$ cat src/logic/kinpira_pkg.sv
package kinpira_pkg;

  // Data path widths
  localparam int DWIDTH   = 16;
  localparam int BWIDTH   = 32;
  localparam int LWIDTH   = 16;
  localparam int ACCWIDTH = 40;

  // Fixed point format; the accumulated result is shifted right arithmetically
  localparam int FRACBITS = 8;

  // Address widths of the memories and of the register window
  localparam int IMGSIZE  = 10;
  localparam int NETSIZE  = 11;
  localparam int REGSIZE  = 5;

  // ==============================
  // Register word indices
  // ==============================
  localparam logic [REGSIZE-1:0] REG_REQ        = 5'd1;
  localparam logic [REGSIZE-1:0] REG_IN_OFFSET  = 5'd2;
  localparam logic [REGSIZE-1:0] REG_OUT_OFFSET = 5'd3;
  localparam logic [REGSIZE-1:0] REG_NET_OFFSET = 5'd4;
  localparam logic [REGSIZE-1:0] REG_BASE_PARAM = 5'd9;
  localparam logic [REGSIZE-1:0] REG_STATUS     = 5'd30;

  // ==============================
  // Dense engine FSM states
  // ==============================
  localparam logic [1:0] GB_IDLE  = 2'd0;
  localparam logic [1:0] GB_ISSUE = 2'd1;
  localparam logic [1:0] GB_DRAIN = 2'd2;
  localparam logic [1:0] GB_WRITE = 2'd3;

endpackage

$ cat src/logic/ninjin_regs.sv
`timescale 1ns/1ps

module ninjin_regs import kinpira_pkg::*; (
  input  logic               clk,
  input  logic               xrst,
  input  logic               reg_we,
  input  logic [REGSIZE-1:0] reg_addr,
  input  logic [BWIDTH-1:0]  reg_wdata,
  input  logic               busy,
  output logic [BWIDTH-1:0]  reg_rdata,
  output logic               start,
  output logic [IMGSIZE-1:0] in_offset,
  output logic [IMGSIZE-1:0] out_offset,
  output logic [NETSIZE-1:0] net_offset,
  output logic [LWIDTH-1:0]  total_in,
  output logic [LWIDTH-1:0]  total_out
);

  logic [BWIDTH-1:0] req_word;
  logic [BWIDTH-1:0] in_word;
  logic [BWIDTH-1:0] out_word;
  logic [BWIDTH-1:0] net_word;
  logic [BWIDTH-1:0] base_word;
  logic              req_prev;

  // Layer parameters as levels
  assign in_offset  = in_word[IMGSIZE-1:0];
  assign out_offset = out_word[IMGSIZE-1:0];
  assign net_offset = net_word[NETSIZE-1:0];
  assign total_out  = base_word[2*LWIDTH-1:LWIDTH];
  assign total_in   = base_word[LWIDTH-1:0];

  // ==============================
  // Register storage
  // ==============================
  always_ff @(posedge clk) begin
    if (!xrst) begin
      req_word  <= '0;
      in_word   <= '0;
      out_word  <= '0;
      net_word  <= '0;
      base_word <= '0;
    end else if (reg_we) begin
      case (reg_addr)
        REG_REQ:        req_word  <= reg_wdata;
        REG_IN_OFFSET:  in_word   <= reg_wdata;
        REG_OUT_OFFSET: out_word  <= reg_wdata;
        REG_NET_OFFSET: net_word  <= reg_wdata;
        REG_BASE_PARAM: base_word <= reg_wdata;
        default: ;
      endcase
    end
  end

  // Rising edge of req bit, one cycle late
  always_ff @(posedge clk) begin
    if (!xrst) begin
      req_prev <= 1'b0;
      start    <= 1'b0;
    end else begin
      req_prev <= req_word[0];
      start    <= req_word[0] && !req_prev;
    end
  end

  // ==============================
  // Read mux
  // ==============================
  always_comb begin
    case (reg_addr)
      REG_REQ:        reg_rdata = req_word;
      REG_IN_OFFSET:  reg_rdata = in_word;
      REG_OUT_OFFSET: reg_rdata = out_word;
      REG_NET_OFFSET: reg_rdata = net_word;
      REG_BASE_PARAM: reg_rdata = base_word;
      // ack is the inverse of busy
      REG_STATUS:     reg_rdata = {{(BWIDTH-1){1'b0}}, !busy};
      default:        reg_rdata = '0;
    endcase
  end

  // Host must not restart a layer that is still running
  assert property (@(posedge clk) disable iff (!xrst) start |-> !busy)
    else $error("ninjin_regs: start while engine busy");

endmodule

$ cat config.mk
export PLATFORM = sky130hd
export DESIGN_NAME = ninjin_regs
export DESIGN_NICKNAME = d
export VERILOG_FILES = /design/src/logic/kinpira_pkg.sv /design/src/logic/ninjin_regs.sv
export SDC_FILE = /design/constraint.sdc
export NUM_CORES = 1
export LEC_CHECK = 0
export BUFFER_PORTS_ARGS = -buffer_cell sky130_fd_sc_hd__buf_2
export CAP_MARGIN = 20
export CORE_MARGIN = 3
export CORE_UTILIZATION = 35
export DETAILED_ROUTE_END_ITERATION = 10
export MAX_ROUTING_LAYER = met4
export PLACE_DENSITY = 0.61
export SYNTH_ARGS = -nofsm -noshare
export SYNTH_HDL_FRONTEND = slang
export SYNTH_SLANG_ARGS = --single-unit
$ cat constraint.sdc
create_clock -name clk -period 4.4 [get_ports clk]
set_input_delay 0.44 -clock clk [delete_from_list [all_inputs] [get_ports clk]]
set_output_delay 0.44 -clock clk [all_outputs]
set_load 0.01 [all_outputs]
==> impl_metrics.csv, run 1 <==
group,metric,value,unit
run_status,status,"completed",
floorplan,die_area,23700,µm²
worst_setup_path,endpoint_kind,"output pin",
timing,max_slew_margin,0.253,
timing,max_freq,344,MHz
synth,syn_area,7650,µm²
detailed_routing,drcViolationCount,0,
detailed_routing,wl_per_cell,19.5,µm
detailed_routing,final_antenna_net_count,0,
floorplan,core,21200,µm²
synth,synth-edff-count,0,
global_routing,grt_pass1_vias,6194,
layout,final_common_cell,"dfxtp_1",
detailed_routing,first_iter_violations,513,
run,cap_violations,0,
worst_setup_path,max_stage_delay,660,ps
worst_setup_path,crit_arrival,2470,ps
worst_setup_path,r2r_slack,3580,ps
synth,syn_area_per_cell,9.08,µm²
worst_setup_path,cp_slowest_cell,"nand2b_2",
timing,worstMarginPinSlew,1110,ps
detailed_routing,dr.pass1.iters,5,
synth,ys.flop_type,"dfxtp_1",
worst_setup_path,critPathLaunchType,"input port",
floorplan,io_pins,137,
clock_network,post_cts_buffers,0,
power,p_leak,0.00351,µW
timing,fin_crit,2910,ps
detailed_routing,post_drt_via_cell_ratio,5.33,
worst_setup_path,path_cells,"buf_2, nand2b_2, buf_12, o32ai_1, a221o_1, buf_2",
layout,layout_common_cells,"162 x dfxtp_1, 135 x buf_2, 128 x mux2i_1, 128 x nand2_1",
placement,dp_worst_setup_slack,1450,ps
layout,fin_util,0.419,
timing,hold_viol,0,
global_routing,track_usage,0.199,
power,irDropWorstVdd,0.000262,V
timing,setup_tns,0,ps
power,p_per_area,359,nW/µm²
timing,rsz0062_at_grt,"no",
layout,synthToLayoutAreaGrowth,16.2,%
clock_network,cts_tree,"yes",
detailed_routing,via_count,6360,
worst_setup_path,cp.buffers_inverters,3,
layout,layout-drive-gt1-share,0.215,
floorplan,die_h,154,µm
clock_network,cts.clk_slew.worst_paths,70,ps
clock_network,root_buffer,"clkbuf_16",
synth,yosysSeqAreaShare,0.424,
synth,ys_types,32,
worst_setup_path,cp.required,3960,ps
synth,yosysWarnings,0,
timing,fin_ws,1490,ps
synth,ys_async_sr_fraction,0,
clock_network,cts.sinks,162,
clock_network,cts_buffers,17,
timing,clock_skew,2.23,ps
global_routing,grt_pass1_wl,36.3,mm
power,power,3190,µW
worst_setup_path,crit_type,"input port to output pin",
floorplan,die_w,154,µm
global_routing,grt_max_degree,101,
clock_network,clock_latency,420,ps
timing,setup_violations,0,
layout,finalNetCount,941,
placement,port_buffers,136,
global_routing,overflow,0,
worst_setup_path,cp_max_fo,37,
worst_setup_path,path_common_cell,"buf_2",
clock_network,ctsResizeCount,0,
placement,hpwl,14.7,mm
floorplan,row_count,53,
detailed_routing,routed_wl,23.2,mm
clock_network,cts_htree_levels,4,
clock_network,hold_buffers,0,
timing,drv_slew,0,
global_routing,antenna_found_initial,4,
synth,syn_inst,842,
timing,timing.final.crit_share,0.662,
clock_network,clockBufferDepth,2,
placement,gp_congestion,0.801,
synth,synth_seq_cells,162,
synth,synth.net_count,883,
min_path,min_path_type,"input port to flip-flop",
worst_setup_path,crit_family,"buffers and inverters",
floorplan,initial_core_util,0.360,
-- worst min-delay path: cells and delay by family --
kind / cells / cell delay (ps)
AND/OR/NAND/NOR: 1 / 60
buffers and inverters: 1 / 120
AO/OA/AOI/OAI: 1 / 50
-- cells in the mapped netlist (2+ instances only) --
| cell type | instances | area share |
|---|---|---|
| o32ai_1 | 32 | 0.037 |
| nor4_1 | 2 | 0.0016 |
| nor2b_1 | 2 | 0.0016 |
| buf_4 | 35 | 0.034 |
| a21boi_1 | 10 | 0.0098 |
| buf_2 | 14 | 0.0092 |
| a221o_1 | 31 | 0.041 |
| inv_1 | 33 | 0.016 |
| o21ai_0 | 64 | 0.042 |
| clkbuf_1 | 60 | 0.029 |
| dfxtp_1 | 162 | 0.42 |
| mux2i_1 | 128 | 0.17 |
| nand2_1 | 128 | 0.063 |
| buf_8 | 3 | 0.0059 |
| nand3_1 | 64 | 0.042 |
| or4b_2 | 2 | 0.0026 |
| nand2b_1 | 4 | 0.0033 |
| a21boi_0 | 54 | 0.053 |
-- per-layer routing --
metal | global-route usage | share of wire | up-vias
li1 | - | - | 3078
met1 | 0.254 | 0.44 | 3056
met2 | 0.314 | 0.48 | 197
met3 | 0.0476 | 0.056 | 29
met4 | 0.0614 | 0.017 | 0
met5 | - | 0 | -
-- registers in the layout (all words and copies together), names as in the netlist --
| register | flops |
|---|---|
| start | 1 |
| base_word | 32 |
| net_word | 32 |
| out_word | 32 |
| req_word | 32 |
| req_prev | 1 |
| in_word | 32 |
-- stage by stage --
step / hold WS (ps) / cells / instance area (µm²)
3_5_place_dp: 374 / 1156 / 8270
3_3_place_gp: 374 / 1155 / 8250
2_1_floorplan: 367 / 842 / 7650
6_report: 290 / 1193 / 8880
5_1_grt: 278 / 1192 / 8880
4_1_cts: 265 / 1188 / 8870
-- logic make-up after synthesis --
group,synth area share
and+or+nand+nor,0.128
AOI/OAI and AO/OA,0.184
DFF,0.424
buffers and inverters,0.0965
muxes,0.168
-- cell type report --
class / count / area [µm²]
flip-flops and latches: 162 / 3240
repair buffers: 152 / 866
inverters: 33 / 124
multi-input cells: 534 / 3700
clock inverters: 15 / 171
clock buffers: 17 / 425
diodes: 5 / 12.5
fillers: 2137 / 12300
well taps: 275 / 344
-- final timing paths --
| path | start | end | cells after the start |
|---|---|---|---|
| setup / recovery | reg_addr[1] | reg_rdata[30] | 6 |
| hold / removal | reg_wdata[15] | req_word[15] | 3 |
| hold reg to reg | req_prev | start | 1 |
| setup reg to reg | net_word[10] | net_word[10] | 2 |
-- report_power, final --
part	total (µW)	internal [µW]	switching (µW)	leakage, µW
clock	1510	810	695	0.000288
sequential	1480	1480	6.86	0.00131
combinational	200	59.7	141	0.00192
No activity file was read; power rests on OpenSTA's default activity.
==> inputs of run 2 (changes only) <==
- PLACE_DENSITY: 0.61 -> 0.63
- clock period: 4.4 -> 2.43 ns (I/O delays scaled with it)
==> run 2 against run 1 <==
  * Register-to-register slack got worse by 1900 ps
  * Worst hold slack got worse by 200 ps
  * Global-route usage decreased by 0.25 points
  * Highest routed layer unchanged
  * Combinational power increased by 86%
  * Largest power group unchanged
  * Wire length decreased by 1.9%
  * First-iteration DRC count decreased by 13%
  * Utilization increased by 0.52 points
==> impl_metrics.csv, run 2 (synthesized netlist as in run 1, its figures left out) <==
group,metric,value,unit
worst_setup_path,r2r_slack,1680,ps
min_path,min_path_type,"input port to flip-flop",
clock_network,hold_buffers,0,
detailed_routing,final_antenna_net_count,0,
timing,hold_viol,0,
global_routing,antenna_found_initial,1,
power,p_leak,0.00360,µW
floorplan,io_pins,137,
placement,hpwl,14.9,mm
worst_setup_path,ff2ff_path_depth,2,
timing,timing.final.crit_share,0.899,
detailed_routing,wl_per_cell,18.9,µm
floorplan,core,21200,µm²
power,power,5920,µW
detailed_routing,drcViolationCount,0,
global_routing,grt_max_degree,109,
timing,rsz0062_at_grt,"no",
floorplan,die_w,154,µm
worst_setup_path,r2r-start,"req_word[0]",
run_status,status,"completed",
layout,final_common_cell,"dfxtp_1",
timing,timing.hold.ws,88.8,ps
clock_network,cts.clk_slew.worst_paths,60,ps
power,p_per_area,658,nW/µm²
placement,port_buffers,136,
clock_network,clock_latency,430,ps
worst_setup_path,crit_type,"flip-flop to output pin",
global_routing,grt_pass1_wl,36.1,mm
global_routing,gr-usage-met1,0.256,
layout,layout_common_cells,"162 x dfxtp_1, 135 x buf_2, 128 x mux2i_1, 128 x nand2_1",
clock_network,clockBufferDepth,2,
clock_network,cts_buffers,17,
min_path,hold-path-cell-count,3,
worst_setup_path,critPathLaunchType,"flip-flop",
detailed_routing,dr.pass1.iters,6,
worst_setup_path,cp.required,2190,ps
global_routing,grt_pass1_vias,6390,
clock_network,cts_tree,"yes",
floorplan,row_count,53,
timing,setup_tns,0,ps
timing,setup_violations,0,
global_routing,met3_usage,0.0332,
worst_setup_path,endpoint_kind,"output pin",
detailed_routing,first_iter_violations,447,
worst_setup_path,crit_arrival,1940,ps
global_routing,top_usage_layer,"met2",
clock_network,root_buffer,"clkbuf_16",
min_path,hp-start,"reg_wdata[4]",
global_routing,overflow,0,
global_routing,use_met2,0.312,
timing,max_freq,458,MHz
floorplan,die_area,23700,µm²
power,irDropWorstVdd,0.000412,V
detailed_routing,post_drt_via_cell_ratio,5.33,
worst_setup_path,cp_max_fo,3,
run,cap_violations,0,
clock_network,ctsResizeCount,0,
min_path,min_to,"net_word[4]",
timing,worstMarginPinSlew,767,ps
floorplan,die_h,154,µm
worst_setup_path,r2r-end,"req_word[0]",
clock_network,cts_htree_levels,4,
placement,gp_congestion,0.845,
detailed_routing,routed_wl,22.8,mm
clock_network,post_cts_buffers,0,
global_routing,track_usage,0.197,
timing,drv_slew,0,
layout,layout-drive-gt1-share,0.228,
timing,clock_skew,3.87,ps
layout,synthToLayoutAreaGrowth,17.6,%
floorplan,initial_core_util,0.360,
layout,finalNetCount,957,
timing,max_slew_margin,0.488,
clock_network,cts.sinks,162,
detailed_routing,via_count,6428,
timing,fin_crit,2180,ps
==> run 2: cell types whose count changed in the layout (fill, tap and decap cells not counted), moves of 2 or more <==
cell | previous run | this run
clkinv_8 | 2 | 0
diode_2 | 5 | 1
buf_4 | 12 | 30
inv_8 | 4 | 1
clkbuf_8 | 0 | 2
bufinv_16 | 1 | 3
buf_12 | 5 | 3
==> run 2: cell type report <==
class,count,area (µm²)
antenna,1,2.50
clock buffer,19,453
clock inverter,13,174
fill,2148,12200
inverter,33,124
multi-input combinational,534,3690
sequential,162,3240
tap,275,344
timing repair buffer,168,961
==> run 2: metrics by stage <==
stage | util | area, µm² | cells | setup slack, ps
after floorplan | - | 7650 | 842 | 713
after global placement | 0.394 | 8360 | 1172 | 463
after detailed placement | 0.394 | 8360 | 1172 | 429
after CTS | 0.424 | 8990 | 1204 | 258
after global routing | 0.424 | 8990 | 1205 | 215
final | 0.424 | 8990 | 1205 | 246
==> run 2: per-layer routing <==
metal  vias up  part of all wire  wire length, µm
li1       3111                 -                -
met1      3115              0.46            10400
met2       176              0.48            10900
met3        26             0.045             1040
met4         0             0.019              427
met5         -                 0                0
==> run 2: power by group <==
part           leakage, µW  switching (µW)  internal (µW)
sequential         0.00131            12.3           2670
clock             0.000303            1170           1690
combinational      0.00199             253            118
total              0.00360            1430           4480
==> run 2: worst max-delay path, cell delays in order (launching register included) <==
cell     delay [ps]
dfxtp_1         390
or4b_2          610
a21oi_1         260
a211o_1         130
buf_2           120
==> run 2: worst max-delay path by stage <==
| stage | start | to | slack, ps | depth (start not counted) |
|---|---|---|---|---|
| floorplan | reg_addr[3] | reg_rdata[10] | 710 | 6 |
| global placement | reg_addr[4] | reg_rdata[17] | 460 | 6 |
| detailed placement | reg_addr[4] | reg_rdata[17] | 430 | 6 |
| CTS | net_word[0] | reg_rdata[0] | 260 | 4 |
| global route | net_word[0] | reg_rdata[0] | 220 | 4 |
| finish | net_word[0] | reg_rdata[0] | 250 | 4 |
==> inputs of run 3 (changes only) <==
- clock period: 2.43 -> 1.85 ns (I/O delays scaled with it)
==> run 3 against run 2 <==
  * Die area did not move
  * Setup slack worse by 190 ps
  * Sequential share of layout area shrank 0.47 points
  * Final cell count grew 0.83%
  * Utilization increased by 0.57 points
  * Via count is 0.50% higher
  * Critical path depth is 2 higher
  * Non-clock buffer count grew 9
  * Flip-flop and latch count unchanged
  * Wire length shrank 0.49%
  * Critical path type is now input port to output pin
  * Highest routed layer unchanged
==> impl_metrics.csv, run 3 (synthesized netlist as in run 1, its figures left out) <==
group,metric,value,unit
layout,fin_util,0.430,
layout,layout-drive-gt1-share,0.234,
layout,final_common_cell,"dfxtp_1",
worst_setup_path,crit_arrival,1610,ps
timing,timing.hold.ws,39.2,ps
timing,fin_ws,58.6,ps
floorplan,initial_core_util,0.360,
global_routing,grt_max_degree,70,
global_routing,grt_pass1_vias,6425,
worst_setup_path,cp_max_fo,25,
floorplan,io_pins,137,
clock_network,clockBufferDepth,2,
placement,port_buffers,136,
run,cap_violations,0,
detailed_routing,via_count,6460,
timing,drv_slew,0,
layout,fin_area,9110,µm²
floorplan,row_count,53,
clock_network,clock_latency,420,ps
worst_setup_path,endpoint_kind,"output pin",
timing,fin_crit,1790,ps
global_routing,antenna_found_initial,3,
detailed_routing,first_iter_violations,466,
floorplan,die_h,154,µm
timing,max_slew_margin,0.725,
timing,timing.final.crit_share,0.968,
power,p_per_area,844,nW/µm²
detailed_routing,final_antenna_net_count,0,
global_routing,grt_pass1_wl,35.8,mm
timing,setup_violations,0,
layout,synthToLayoutAreaGrowth,19.2,%
placement,hpwl,14.9,mm
detailed_routing,wl_per_cell,18.7,µm
timing,max_freq,558,MHz
worst_setup_path,cp.required,1660,ps
detailed_routing,routed_wl,22.7,mm
power,power,7690,µW
clock_network,cts.clk_slew.worst_paths,60,ps
global_routing,track_usage,0.194,
worst_setup_path,ff2ff_path_depth,3,
placement,postPlaceCellArea,8490,µm²
clock_network,cts_htree_levels,4,
run_status,status,"completed",
timing,clock_skew,3.69,ps
clock_network,hold_buffers,0,
power,irDropWorstVdd,0.000590,V
detailed_routing,dr.pass1.iters,5,
timing,hold_viol,0,
timing,worstMarginPinSlew,410,ps
worst_setup_path,crit_type,"input port to output pin",
min_path,min_path_type,"input port to flip-flop",
clock_network,root_buffer,"clkbuf_16",
detailed_routing,drcViolationCount,0,
detailed_routing,post_drt_via_cell_ratio,5.32,
layout,finalNetCount,966,
clock_network,cts_tree,"yes",
floorplan,core,21200,µm²
floorplan,die_w,154,µm
power,p_leak,0.00364,µW
placement,dp_worst_setup_slack,36.2,ps
clock_network,cts.sinks,162,
placement,gp_congestion,0.809,
global_routing,overflow,0,
clock_network,cts_buffers,17,
layout,layout_common_cells,"161 x dfxtp_1, 135 x buf_2, 128 x mux2i_1, 128 x nand2_1",
worst_setup_path,critPathLaunchType,"input port",
min_path,hold-path-cell-count,3,
timing,rsz0062_at_grt,"yes",
floorplan,die_area,23700,µm²
run 3: area by class of cell:
type / instances / area [µm²]
fill: 2116 / 12100
antenna: 3 / 7.51
tap: 275 / 344
multi-input combinational: 534 / 3700
sequential: 162 / 3240
clock inverter: 8 / 126
timing repair buffer: 177 / 1090
clock buffer: 23 / 478
inverter: 33 / 124
run 3: repair_timing:
action	CTS	global route
gates cloned	0	0
endpoints found under the setup margin	1	4
pin swaps	2	0
gates resized for setup	3	0
setup buffers	1	0
run 3: worst paths after layout:
| check | from | endpoint | slack (ps) |
|---|---|---|---|
| worst min register to register | req_prev | start | 380 |
| worst min-delay path | reg_wdata[2] | net_word[2] | 40 |
| worst max register to register | net_word[0] | net_word[0] | 1110 |
| worst max-delay path | reg_addr[4] | reg_rdata[27] | 60 |
run 3: worst max-delay path, cell delays in order:
cell and delay [ps]:
buf_2 130, or3b_1 390, buf_4 260, o32ai_1 310, a221o_1 190, buf_2 140
run 3: layer usage:
metal	vias to the layer above	part of all wire	GRT usage
met1	3117	0.46	0.249
met4	0	0.020	0.0669
met5	-	0	-
met3	34	0.047	0.0386
met2	182	0.48	0.306
li1	3127	-	-
run 3: per-stage QoR:
| stage | instances | TNS [ps] |
|---|---|---|
| 3_5_place_dp | 1180 | 0 |
| 3_3_place_gp | 1180 | 0 |
| 5_1_grt | 1215 | -37.8 |
| 4_1_cts | 1212 | 0 |
| 6_report | 1215 | 0 |
| 2_1_floorplan | 842 | 0 |
run 3: power breakdown:
part | switching [µW] | internal, µW | total [µW]
Sequential | 15.5 | 3510 | 3530
Clock | 1420 | 2230 | 3650
Combinational | 339 | 172 | 511
Total | 1780 | 5910 | 7690
